`config.mk`:
```
export PLATFORM = sky130hd
export DESIGN_NAME = dnc_write_interface_vector
export DESIGN_NICKNAME = d
export VERILOG_FILES = /design/src/design/dnc_write_ctrl_pkg.sv /design/src/design/dnc_write_types_pkg.sv /design/src/design/dnc_write_interface_vector.sv /design/src/design/write_interface_ctrl.sv /design/src/design/row_dot_product.sv /design/src/design/hidden_state_buffer.sv
export SDC_FILE = /design/constraint.sdc
export NUM_CORES = 1
export LEC_CHECK = 0
export BUFFER_PORTS_ARGS = -buffer_cell sky130_fd_sc_hd__clkbuf_2
export CORE_MARGIN = 1.5
export CORE_UTILIZATION = 63
export DETAILED_ROUTE_END_ITERATION = 6
export HOLD_SLACK_MARGIN = 0.02
export PLACE_DENSITY = 0.87
export SLEW_MARGIN = 40
export SYNTH_ARGS = -nofsm -noshare
export SYNTH_HDL_FRONTEND = slang
export SYNTH_SLANG_ARGS = --single-unit
```
`constraint.sdc`:
```
create_clock -name CLK -period 13.3 [get_ports CLK]
set_input_delay 1.995 -clock CLK [delete_from_list [all_inputs] [get_ports CLK]]
set_output_delay 1.995 -clock CLK [all_outputs]
set_load 0.01 [all_outputs]
```
`src/design/dnc_write_ctrl_pkg.sv`:
```
// Sequencing types of the write interface
// Weight order on the bus follows the phase order below
package dnc_write_ctrl_pkg;

  // Phases of the controller FSM
  typedef enum logic [3:0] {
    IDLE,
    LOAD_H,
    ROWS_K,
    ROWS_E,
    ROWS_V,
    ROW_BETA,
    ROW_GA,
    ROW_GW,
    FINISH
  } write_phase_e;

  // Output a finished row feeds
  typedef enum logic [2:0] {
    KIND_K,
    KIND_E,
    KIND_V,
    KIND_BETA,
    KIND_GA,
    KIND_GW
  } result_kind_e;

endpackage

```
`src/design/dnc_write_types_pkg.sv`:
```
// Widths and sizes are fixed here; nothing in the design is sized at runtime
// Signed Q8.8 arithmetic throughout, results saturate to 16 bits
package dnc_write_types_pkg;

  ////////////////////////////////////////////////////////////
  // Numeric format
  ////////////////////////////////////////////////////////////

  localparam int DATA_W    = 16;
  localparam int FRAC_BITS = 8;
  // Full-width product plus growth headroom
  localparam int ACC_W     = 40;

  // One Q8.8 word
  typedef logic signed [DATA_W-1:0] data_t;

  // Clamp bounds after scaling
  localparam data_t DATA_MAX = 16'sh7FFF;
  localparam data_t DATA_MIN = -16'sh8000;

  ////////////////////////////////////////////////////////////
  // Sizes of the write interface
  ////////////////////////////////////////////////////////////

  // Hidden-state length
  localparam int SIZE_L    = 4;
  // Memory word width, length of k, e and v
  localparam int SIZE_W    = 4;
  localparam int IDX_W     = (SIZE_L > 1) ? $clog2(SIZE_L) : 1;
  localparam int ROW_IDX_W = (SIZE_W > 1) ? $clog2(SIZE_W) : 1;

endpackage
```
`src/design/dnc_write_interface_vector.sv`:
```
// Write-interface stage: k, e, v and beta, ga, gw from hidden state h
// No nonlinearities applied; outputs are raw saturated Q8.8 dot products
`timescale 1ns/1ns

module dnc_write_interface_vector (
  input  logic                       CLK,
  input  logic                       RST,
  input  logic                       start,
  output logic                       ready,
  input  dnc_write_types_pkg::data_t h_in,
  input  logic                       h_in_enable,
  input  dnc_write_types_pkg::data_t w_in,
  input  logic                       w_in_enable,
  output dnc_write_types_pkg::data_t k_out,
  output logic                       k_out_enable,
  output dnc_write_types_pkg::data_t e_out,
  output logic                       e_out_enable,
  output dnc_write_types_pkg::data_t v_out,
  output logic                       v_out_enable,
  output dnc_write_types_pkg::data_t beta_out,
  output logic                       beta_out_enable,
  output dnc_write_types_pkg::data_t ga_out,
  output logic                       ga_out_enable,
  output dnc_write_types_pkg::data_t gw_out,
  output logic                       gw_out_enable
);

  import dnc_write_types_pkg::*;

  // Buffer side
  logic             h_write;
  logic [IDX_W-1:0] h_index;
  data_t            h_elem;

  // MAC side
  logic  mac_enable;
  logic  row_first;
  logic  row_last;
  data_t row_result;
  logic  row_done;

  hidden_state_buffer buffer_i (
    .CLK     (CLK),
    .RST     (RST),
    .h_write (h_write),
    .h_index (h_index),
    .h_in    (h_in),
    .h_elem  (h_elem)
  );

  // Weight bus feeds the MAC directly
  row_dot_product mac_i (
    .CLK        (CLK),
    .RST        (RST),
    .mac_enable (mac_enable),
    .row_first  (row_first),
    .row_last   (row_last),
    .w_elem     (w_in),
    .h_elem     (h_elem),
    .row_result (row_result),
    .row_done   (row_done)
  );

  write_interface_ctrl ctrl_i (
    .CLK             (CLK),
    .RST             (RST),
    .start           (start),
    .h_in_enable     (h_in_enable),
    .w_in_enable     (w_in_enable),
    .row_result      (row_result),
    .row_done        (row_done),
    .h_write         (h_write),
    .h_index         (h_index),
    .mac_enable      (mac_enable),
    .row_first       (row_first),
    .row_last        (row_last),
    .ready           (ready),
    .k_out           (k_out),
    .e_out           (e_out),
    .v_out           (v_out),
    .beta_out        (beta_out),
    .ga_out          (ga_out),
    .gw_out          (gw_out),
    .k_out_enable    (k_out_enable),
    .e_out_enable    (e_out_enable),
    .v_out_enable    (v_out_enable),
    .beta_out_enable (beta_out_enable),
    .ga_out_enable   (ga_out_enable),
    .gw_out_enable   (gw_out_enable)
  );

endmodule

```
`src/design/write_interface_ctrl.sv`:
```
// Sequences h load and the weight rows, steers finished rows to outputs
// Expects exactly SIZE_L h strobes, then all weights in k, e, v, beta, ga, gw order
// Output pulses have no back-pressure
`timescale 1ns/1ns

module write_interface_ctrl (
  input  logic                                  CLK,
  input  logic                                  RST,
  input  logic                                  start,
  input  logic                                  h_in_enable,
  input  logic                                  w_in_enable,
  input  dnc_write_types_pkg::data_t            row_result,
  input  logic                                  row_done,
  output logic                                  h_write,
  output logic [dnc_write_types_pkg::IDX_W-1:0] h_index,
  output logic                                  mac_enable,
  output logic                                  row_first,
  output logic                                  row_last,
  output logic                                  ready,
  output dnc_write_types_pkg::data_t            k_out,
  output dnc_write_types_pkg::data_t            e_out,
  output dnc_write_types_pkg::data_t            v_out,
  output dnc_write_types_pkg::data_t            beta_out,
  output dnc_write_types_pkg::data_t            ga_out,
  output dnc_write_types_pkg::data_t            gw_out,
  output logic                                  k_out_enable,
  output logic                                  e_out_enable,
  output logic                                  v_out_enable,
  output logic                                  beta_out_enable,
  output logic                                  ga_out_enable,
  output logic                                  gw_out_enable
);

  import dnc_write_types_pkg::*;
  import dnc_write_ctrl_pkg::*;

  write_phase_e         phase;
  logic [IDX_W-1:0]     col;
  logic [ROW_IDX_W-1:0] row;
  logic                 row_phase;
  logic                 vec_phase;
  logic                 h_accept;
  logic                 w_accept;
  logic                 col_last;
  logic                 phase_end;
  result_kind_e         cur_kind;
  // Kinds of rows still inside the dot-product unit, head at 0
  result_kind_e         kind_q [2];
  logic [1:0]           kind_cnt;

  // Phase order of the weight stream
  function automatic write_phase_e next_row_phase(write_phase_e p);
    case (p)
      ROWS_K:   return ROWS_E;
      ROWS_E:   return ROWS_V;
      ROWS_V:   return ROW_BETA;
      ROW_BETA: return ROW_GA;
      ROW_GA:   return ROW_GW;
      default:  return FINISH;
    endcase
  endfunction

  ////////////////////////////////////////////////////////////
  // Phase decode and strobes
  ////////////////////////////////////////////////////////////

  always_comb begin
    row_phase = 1'b1;
    vec_phase = 1'b0;
    cur_kind  = KIND_K;
    case (phase)
      ROWS_K: begin
        vec_phase = 1'b1;
      end
      ROWS_E: begin
        vec_phase = 1'b1;
        cur_kind  = KIND_E;
      end
      ROWS_V: begin
        vec_phase = 1'b1;
        cur_kind  = KIND_V;
      end
      ROW_BETA: cur_kind = KIND_BETA;
      ROW_GA:   cur_kind = KIND_GA;
      ROW_GW:   cur_kind = KIND_GW;
      default:  row_phase = 1'b0;
    endcase
  end

  // Strobes outside their phase fall through here
  assign h_accept  = (phase == LOAD_H) && h_in_enable;
  assign w_accept  = row_phase && w_in_enable;
  assign col_last  = (col == IDX_W'(SIZE_L - 1));
  // Scalar phases are a single row
  assign phase_end = w_accept && col_last && (!vec_phase || (row == ROW_IDX_W'(SIZE_W - 1)));

  assign h_write    = h_accept;
  assign h_index    = col;
  assign mac_enable = w_accept;
  assign row_first  = w_accept && (col == '0);
  assign row_last   = w_accept && col_last;

  ////////////////////////////////////////////////////////////
  // Phase FSM and counters
  ////////////////////////////////////////////////////////////

  always_ff @(posedge CLK or posedge RST) begin
    if (RST) begin
      phase <= IDLE;
      col   <= '0;
      row   <= '0;
      ready <= 1'b0;
    end else begin
      // Pulse once the gw result is out
      ready <= (phase == FINISH) && gw_out_enable;
      case (phase)
        IDLE: begin
          if (start) begin
            phase <= LOAD_H;
            col   <= '0;
            row   <= '0;
          end
        end
        LOAD_H: begin
          if (h_accept) begin
            if (col_last) begin
              col   <= '0;
              phase <= ROWS_K;
            end else begin
              col <= col + 1'b1;
            end
          end
        end
        ROWS_K, ROWS_E, ROWS_V, ROW_BETA, ROW_GA, ROW_GW: begin
          if (w_accept) begin
            if (col_last) begin
              col <= '0;
              if (phase_end) begin
                row   <= '0;
                phase <= next_row_phase(phase);
              end else begin
                row <= row + 1'b1;
              end
            end else begin
              col <= col + 1'b1;
            end
          end
        end
        // Wait for the last row to leave the MAC
        FINISH: begin
          if (gw_out_enable) begin
            phase <= IDLE;
          end
        end
        default: phase <= IDLE;
      endcase
    end
  end

  ////////////////////////////////////////////////////////////
  // Result kind queue
  ////////////////////////////////////////////////////////////

  always_ff @(posedge CLK or posedge RST) begin
    if (RST) begin
      kind_cnt  <= '0;
      kind_q[0] <= KIND_K;
      kind_q[1] <= KIND_K;
    end else begin
      case ({row_last, row_done})
        2'b10: begin
          kind_q[kind_cnt[0]] <= cur_kind;
          kind_cnt            <= kind_cnt + 1'b1;
        end
        2'b01: begin
          kind_q[0] <= kind_q[1];
          kind_cnt  <= kind_cnt - 1'b1;
        end
        // Pop and push together, depth unchanged
        2'b11: begin
          if (kind_cnt == 2'd2) begin
            kind_q[0] <= kind_q[1];
            kind_q[1] <= cur_kind;
          end else begin
            kind_q[0] <= cur_kind;
          end
        end
        default: ;
      endcase
    end
  end

  ////////////////////////////////////////////////////////////
  // Output registers
  ////////////////////////////////////////////////////////////

  always_ff @(posedge CLK or posedge RST) begin
    if (RST) begin
      k_out           <= '0;
      e_out           <= '0;
      v_out           <= '0;
      beta_out        <= '0;
      ga_out          <= '0;
      gw_out          <= '0;
      k_out_enable    <= 1'b0;
      e_out_enable    <= 1'b0;
      v_out_enable    <= 1'b0;
      beta_out_enable <= 1'b0;
      ga_out_enable   <= 1'b0;
      gw_out_enable   <= 1'b0;
    end else begin
      k_out_enable    <= 1'b0;
      e_out_enable    <= 1'b0;
      v_out_enable    <= 1'b0;
      beta_out_enable <= 1'b0;
      ga_out_enable   <= 1'b0;
      gw_out_enable   <= 1'b0;
      if (row_done) begin
        // Head of queue names the finished row
        case (kind_q[0])
          KIND_K: begin
            k_out        <= row_result;
            k_out_enable <= 1'b1;
          end
          KIND_E: begin
            e_out        <= row_result;
            e_out_enable <= 1'b1;
          end
          KIND_V: begin
            v_out        <= row_result;
            v_out_enable <= 1'b1;
          end
          KIND_BETA: begin
            beta_out        <= row_result;
            beta_out_enable <= 1'b1;
          end
          KIND_GA: begin
            ga_out        <= row_result;
            ga_out_enable <= 1'b1;
          end
          default: begin
            gw_out        <= row_result;
            gw_out_enable <= 1'b1;
          end
        endcase
      end
    end
  end

  ////////////////////////////////////////////////////////////
  // Checks
  ////////////////////////////////////////////////////////////

  a_one_enable : assert property (
    @(posedge CLK) disable iff (RST)
    $onehot0({k_out_enable, e_out_enable, v_out_enable,
              beta_out_enable, ga_out_enable, gw_out_enable})
  );

  a_ready_pulse : assert property (
    @(posedge CLK) disable iff (RST)
    ready |=> !ready
  );

endmodule

```
`src/design/row_dot_product.sv`:
```
// Serial MAC for one weight row against h, one element per mac_enable
// Result is the Q8.8 sum shifted by FRAC_BITS and clamped to 16 bits
// A finished result holds while the next row starts accumulating
`timescale 1ns/1ns

module row_dot_product (
  input  logic                       CLK,
  input  logic                       RST,
  input  logic                       mac_enable,
  input  logic                       row_first,
  input  logic                       row_last,
  input  dnc_write_types_pkg::data_t w_elem,
  input  dnc_write_types_pkg::data_t h_elem,
  output dnc_write_types_pkg::data_t row_result,
  output logic                       row_done
);

  import dnc_write_types_pkg::*;

  ////////////////////////////////////////////////////////////
  // Datapath signals
  ////////////////////////////////////////////////////////////

  // Full Q16.16 product
  logic signed [2*DATA_W-1:0] product;
  logic signed [ACC_W-1:0]    product_ext;
  logic signed [ACC_W-1:0]    acc;
  // One extra bit to see overflow of the running sum
  logic signed [ACC_W:0]      acc_sum;
  logic signed [ACC_W-1:0]    acc_next;
  logic signed [ACC_W-1:0]    scaled;
  data_t                      sat_result;

  assign product     = w_elem * h_elem;
  assign product_ext = ACC_W'(product);
  assign acc_sum     = {acc[ACC_W-1], acc} + {product_ext[ACC_W-1], product_ext};

  // Column 0 restarts from the product, old sum dropped
  assign acc_next = row_first ? product_ext : acc_sum[ACC_W-1:0];

  // Back to Q8.8, arithmetic shift keeps the sign
  assign scaled = acc_next >>> FRAC_BITS;

  // Clamp into the 16-bit range
  always_comb begin
    if (scaled > ACC_W'(DATA_MAX)) begin
      sat_result = DATA_MAX;
    end else if (scaled < ACC_W'(DATA_MIN)) begin
      sat_result = DATA_MIN;
    end else begin
      sat_result = scaled[DATA_W-1:0];
    end
  end

  ////////////////////////////////////////////////////////////
  // Accumulator and result registers
  ////////////////////////////////////////////////////////////

  always_ff @(posedge CLK) begin
    if (mac_enable) begin
      acc <= acc_next;
    end
    // Row end captures the sum including the last product
    if (mac_enable && row_last) begin
      row_result <= sat_result;
    end
  end

  // Done strobe, one cycle after the last element
  always_ff @(posedge CLK or posedge RST) begin
    if (RST) begin
      row_done <= 1'b0;
    end else begin
      row_done <= mac_enable && row_last;
    end
  end

  ////////////////////////////////////////////////////////////
  // Checks
  ////////////////////////////////////////////////////////////

  // Row markers only come with an accepted weight
  a_markers_need_enable : assert property (
    @(posedge CLK) disable iff (RST)
    (row_first || row_last) |-> mac_enable
  );

  // Running sum stays inside the accumulator width
  a_acc_headroom : assert property (
    @(posedge CLK) disable iff (RST)
    (mac_enable && !row_first) |-> (acc_sum[ACC_W] == acc_sum[ACC_W-1])
  );

endmodule

```
`src/design/hidden_state_buffer.sv`:
```
// Holds the SIZE_L elements of h for the length of one job
// Read port is combinational; index must stay below SIZE_L
`timescale 1ns/1ns

module hidden_state_buffer (
  input  logic                                  CLK,
  input  logic                                  RST,
  input  logic                                  h_write,
  input  logic [dnc_write_types_pkg::IDX_W-1:0] h_index,
  input  dnc_write_types_pkg::data_t            h_in,
  output dnc_write_types_pkg::data_t            h_elem
);

  import dnc_write_types_pkg::*;

  ////////////////////////////////////////////////////////////
  // Storage
  ////////////////////////////////////////////////////////////

  // One register per hidden-state element
  data_t h_mem [SIZE_L];

  always_ff @(posedge CLK or posedge RST) begin
    if (RST) begin
      for (int i = 0; i < SIZE_L; i++) begin
        h_mem[i] <= '0;
      end
    end else if (h_write) begin
      // Element at the current column
      h_mem[h_index] <= h_in;
    end
  end

  ////////////////////////////////////////////////////////////
  // Read port
  ////////////////////////////////////////////////////////////

  // Same index serves load and MAC phases
  assign h_elem = h_mem[h_index];

  ////////////////////////////////////////////////////////////
  // Checks
  ////////////////////////////////////////////////////////////

  // Controller column counter must not run past L on a load
  a_write_index_in_range : assert property (
    @(posedge CLK) disable iff (RST)
    h_write |-> (int'(h_index) < SIZE_L)
  );

endmodule

```
Yosys cells after proc, flatten, opt, wreduce, memory -nomap -nowiden

Cells that the tools add are included.

Shifts and indexed selects: 0
Divide/modulo/power cells: 0
Eq/ne operators: 26
Reductions and logical operators: 32
Bitwise operators: 3
Multipliers: 1
Add/subtract/negate cells: 5
Magnitude comparators: 6
Muxes and demuxes: 49

Operators with widths:

| kind                                                                              | count |
|---|---|
| 64-bit bitwise mux                                                                | 1 |
| 16-bit 2-to-1 mux                                                                 | 4 |
| 40-bit by 32-bit adder with 40-bit output                                         | 1 |
| 40-bit 2-to-1 mux                                                                 | 1 |
| 16-bit binary-select mux with 2-bit select                                        | 1 |
| 16-bit demux with 2-bit select                                                    | 1 |
| 32-bit by 16-bit greater-than comparator with 1-bit output, second input constant | 1 |
| 32-bit by 16-bit less-than comparator with 1-bit output, second input constant    | 1 |
| 16-bit by 16-bit multiplier with 32-bit output                                    | 1 |
| 4-bit 2-to-1 mux                                                                  | 7 |
| 4-bit one-hot mux with 5 select lines                                             | 1 |
| 4-bit by 3-bit equality test with 1-bit output, second input constant             | 4 |
| 4-bit one-hot mux with 4 select lines                                             | 1 |
| 3-bit one-hot mux with 5 select lines                                             | 1 |
| 1-bit 2-to-1 mux                                                                  | 14 |
| 2-bit 2-to-1 mux                                                                  | 7 |
| 2-bit AND reduction                                                               | 7 |
| 2-bit by 1-bit != test with 1-bit output, second input constant                   | 6 |
| 2-bit equality test, second input constant                                        | 5 |
| 1-bit logical AND                                                                 | 9 |
| 3-bit 2-to-1 mux                                                                  | 3 |
| 3-bit one-hot mux with 3 select lines                                             | 1 |
| 4-bit by 2-bit equality test with 1-bit output, second input constant             | 2 |
| 2-bit one-hot mux with 2 select lines                                             | 2 |
| other kinds (32)                                                                  | 40 |

Word-level logic and storage cells: 148
RAM bits: 0
ROM bits: 0
Flip-flop bits (word level): 240
Memories kept: 0
Latch bits: 0
Output and inout bits: 103

Logic depth before layout (Yosys ltp)

Word-level depth: 10
Gate-level depth with buffers: 39
Depth with buffers taken out: 34

By module

From an unflattened synthesis, not the netlist that was laid out.

Cell total of the unflattened synthesis: 2252
Area, all modules: 22992.1 um2

By module, submodules not included:

| module               | times used | sequential area each (um2) | area an instance (um2) | cells each |
|---|---|---|---|---|
| row_dot_product      | 1          | 1706.6                     | 15197.1                | 1723 |
| write_interface_ctrl | 1          | 2977.9                     | 4961.0                 | 372 |
| hidden_state_buffer  | 1          | 1601.5                     | 2834.0                 | 157 |

Least setup slack after synthesis

OpenSTA, ideal clock, no wires.

Path type: input-to-reg
Start: input port w_in[15]
End: register mac_i.row_result[10], data pin
Buffers on the path: 3
Stages: 33
Path slack: 2.846 ns
Required time: 13.170 ns
Arrival: 10.324 ns
Path through: clkbuf_1 nand2_1 inv_1 fa_1 inv_1 fa_1 inv_1 fa_1 fa_1 fa_1 fa_1 ha_1 clkbuf_1 nand3_1 nor2_1 nand2_1 a211oi_1 o21ai_0 nand2_1 a21oi_1 xnor2_1 ha_1 and4_1 and3_1 a22o_1 a221oi_1 mux2i_1 nor2_1 or4_1 o21a_1 o31a_1 buf_6 o21ba_1

Longest elaborated chain between the ends: 5

RTL lines:

| item                                                    | line                             | text |
|---|---|---|
| from (decl)                                             | dnc_write_interface_vector.sv:12 | `input dnc_write_types_pkg::data_t w_in,` |
| 16-bit by 16-bit multiplier with 32-bit output (*)      | row_dot_product.sv:34            | `assign product = w_elem * h_elem;` |
| 40-bit by 32-bit adder with 40-bit output               | row_dot_product.sv:36            | `assign acc_sum = {acc[ACC_W-1], acc} + {product_ext[ACC_W-1], product_ext};` |
| 40-bit 2-to-1 mux (*)                                   | row_dot_product.sv:39            | `assign acc_next = row_first ? product_ext : acc_sum[ACC_W-1:0];` |
| 32-bit by 16-bit less-than comparator with 1-bit output | row_dot_product.sv:48            | `end else if (scaled < ACC_W'(DATA_MIN)) begin` |
| 16-bit 2-to-1 mux                                       | row_dot_product.sv:48            |  |
| to (signal assigned)                                    | row_dot_product.sv:65            | `row_result <= sat_result;` |
| to (decl)                                               | row_dot_product.sv:14            | `output dnc_write_types_pkg::data_t row_result,` |

Mark *: on every way between the ends. The rest lies on a longest branch, timed or not.
A chain may end at the register's enable or synchronous reset.

Worst setup path after layout

Start: input port w_in[15]
End: register mac_i.row_result[7], data pin

Same word-level chain as after synthesis.

==> results.md <==
* Post-synthesis register bit count at 240
* Core Area at approximately 0.035 mm2
* Synth unique cells at 80
* Total CTS buffers at 25
* R2R cell count at 33
* Initial antenna violation count at 0
* Post-synth EDFFs at 56
* Mapped cell area at 0.0227 mm2
* Layout cells sized above 1 at 0.156
* Hold Crit Class: reg2reg
* Max-slew violation count at 0
* Fin nets at 2797
* Htree depth at 1
* Maximum vdd drop at 0.000103 V
* First-pass GRT wire length at a little over 90 mm
* Global route overflow at 0
* Setup TNS Final at 0 ns
* Critical path type: in2reg
* DR iter-0 viols at 1283
* Final worst path period share at 0.853
* Leading cell types in the layout, fill and taps excluded: nand2_1 (329), inv_1 (324), fa_1 (263)
* Pre-antenna DRT Iters at 6
* Clock Skew at 0.0397 ns
* Worst hold path cell count at 2
* Fmax at 0.0881 GHz
* Critical path launch point type: input pin
* Leak Pwr at 0.0125 uW
* Post-Synthesis Cells at 2287
* Num rows at 69
* Vert. Die Dim at 193 um
* HPWL Detailed at 43.1 mm
* Vias per cell at between 6 and 7
* Setup Buffers After CTS at 0
* Wire per inst at 20.0 um
* Root buffer cell: clkbuf_16
* Most numerous cell on the critical path: inv_1
* Main flop type after synthesis: dfrtp_1
* Hold_ws at 0.481 ns
* Commonest non-fill, non-tap cell in the layout: nand2_1
* Slew margin rel. at 0.418
* Die area at 0.0371 mm2
* Yosys warning count at 0
* RSZ-0062 raised after global routing: no
* Final hold viol count at 0
* Die Span X at between 150 and 200 um
* Vias in the first global route at 18052
* IO buf count at ~140
* DR vias at 17235
* Layout area overhead at 8.03%
* Worst-margin pin slew at 0.871 ns
* Post-cts sizing count at 0
* CP Max Fanout at 16
* Clock Path Buffers at 3
* Clock Latency Late Sink at 0.56 ns
* Synthesized area per cell at approximately 9.9 um2
* Setup crit end kind: flip-flop
* CP max-delay cell: fa_1
* Seq/Total Area, Yosys at 0.277
* Clk sinks at 240
* Synth Net Count at 2717
* Status: complete, no violations
* Final core utilization at 0.690
* Ports at 140
* Initial Utilization at 0.639
* Antenna Cells at 0
* Design Area, Final at about 0.024 mm2
* Total of max-cap violations at 0
* Hold buffers post-CTS at 0
* GR Util All Layers at 0.316
* Post-DP Area at 0.0237 mm2
* Drt total wl at 57.0 mm
* Reg clk slew, reported paths at around 0.060 ns
* Max stage delay on crit path at 0.66 ns
* Largest net degree at the start of global routing at 112
* Async set or reset register ratio after synthesis at 0.767
* Minimum clock period at 11.35 ns
* Cell Pwr Density at approximately 64 mW/mm2
* RePlAce Congestion at 0.917
* Final setup vio count at 0
* CTS tree: yes
* Required @ worst endpoint at 13.61 ns
* Detail Route Antenna Nets at 0
* DRC at 0
* Crit path arrival time at approximately 12 ns
[cells in the mapped netlist (18+ instances only)]
cell type | number | area [um2]
fa_1 | 263 | 5270
xor2_1 | 18 | 158
o21ai_0 | 64 | 320
clkbuf_1 | 84 | 315
nand3_1 | 24 | 120
inv_1 | 325 | 1220
a21oi_1 | 94 | 470
edfxtp_1 | 56 | 1680
nor2_1 | 97 | 364
mux2_2 | 135 | 1520
xnor2_1 | 46 | 403
and2_1 | 130 | 813
o21a_1 | 18 | 135
dfrtp_1 | 184 | 4600
ha_1 | 130 | 1630
nand2_1 | 329 | 1230
a21o_1 | 21 | 158
[area by class of cell]
type | count | area (um2)
Multi-Input combinational cell | 1623 | 14800
Clock inverter | 8 | 63.8
Fill cell | 2455 | 11000
Clock buffer | 36 | 727
Timing Repair Buffer | 149 | 774
Inverter | 328 | 1240
Sequential cell | 240 | 6290
Tap cell | 461 | 577
[report_power, final]
group	internal, uW	total [uW]	leakage (uW)	switching [uW]
Sequential	754	757	0.00306	2.87
Clock	382	683	0.000395	301
Combinational	38.7	118	0.00905	79.1
Total	1170	1560	0.0125	383
[worst paths after layout]
| path | from | to | slack, ns |
|---|---|---|---|
| max | w_in[15] | mac_i.row_result[7] | 1.95 |
| min | ctrl_i.beta_out[5] | ctrl_i.beta_out[5] | 0.48 |
| max reg2reg | ctrl_i.h_index[0] | mac_i.row_result[7] | 2.07 |
| min reg2reg | ctrl_i.beta_out[5] | ctrl_i.beta_out[5] | 0.48 |
| max in group asynchronous | RST | ctrl_i.kind_q[1] | 10.70 |
| min in group asynchronous | RST | ctrl_i.kind_cnt[0] | 1.53 |
[per-layer routing]
metal  vias up  share of wire  wire length, um  track usage
li1       7631              -                -            -
met2       769           0.50            28300        0.531
met4         0          0.035             2000        0.104
met3       163          0.074             4210       0.0600
met5         -              0                0            0
met1      8672           0.39            22500        0.414
[worst max-delay path, delay by kind of cell]
| family | cells | cell delay, ns |
|---|---|---|
| AOI/OAI and AO/OA | 11 | 2.90 |
| xor gates and xnor gates | 1 | 0.35 |
| adders and majority gates | 8 | 4.26 |
| buffers and inverters | 9 | 1.13 |
| and+or+nand+nor | 4 | 0.99 |
[through the flow]
step                power (uW)  instances  worst slack (ns)
floorplan                  848       2287              2.85
CTS                       1560       2845              2.04
global placement           883       2801              1.71
detailed placement         886       2801              1.53
global route              1600       2845              1.37
finish                    1560       2845              1.95
[kinds of logic after synthesis]
kind of cell	after synthesis	synth area share
buffers and inverters	424	0.0711
muxes	162	0.0873
DFF	240	0.277
and+or+nand+nor	688	0.143
xor gates and xnor gates	64	0.0247
adders and majority gates	393	0.304
AOI/OAI and AO/OA	316	0.0925
[sequential cells by signal, summed over array words and instances, names as in the netlist, 2 cells and up]
signal,cells
buffer_i.h_mem,64
mac_i.acc,40
ctrl_i.beta_out,16
ctrl_i.e_out,16
ctrl_i.ga_out,16
ctrl_i.gw_out,16
ctrl_i.k_out,16
ctrl_i.v_out,16
mac_i.row_result,16
ctrl_i.kind_q,6
ctrl_i.phase,4
ctrl_i.h_index,2
ctrl_i.kind_cnt,2
ctrl_i.row,2
No activity file was read; power rests on OpenSTA's default activity.
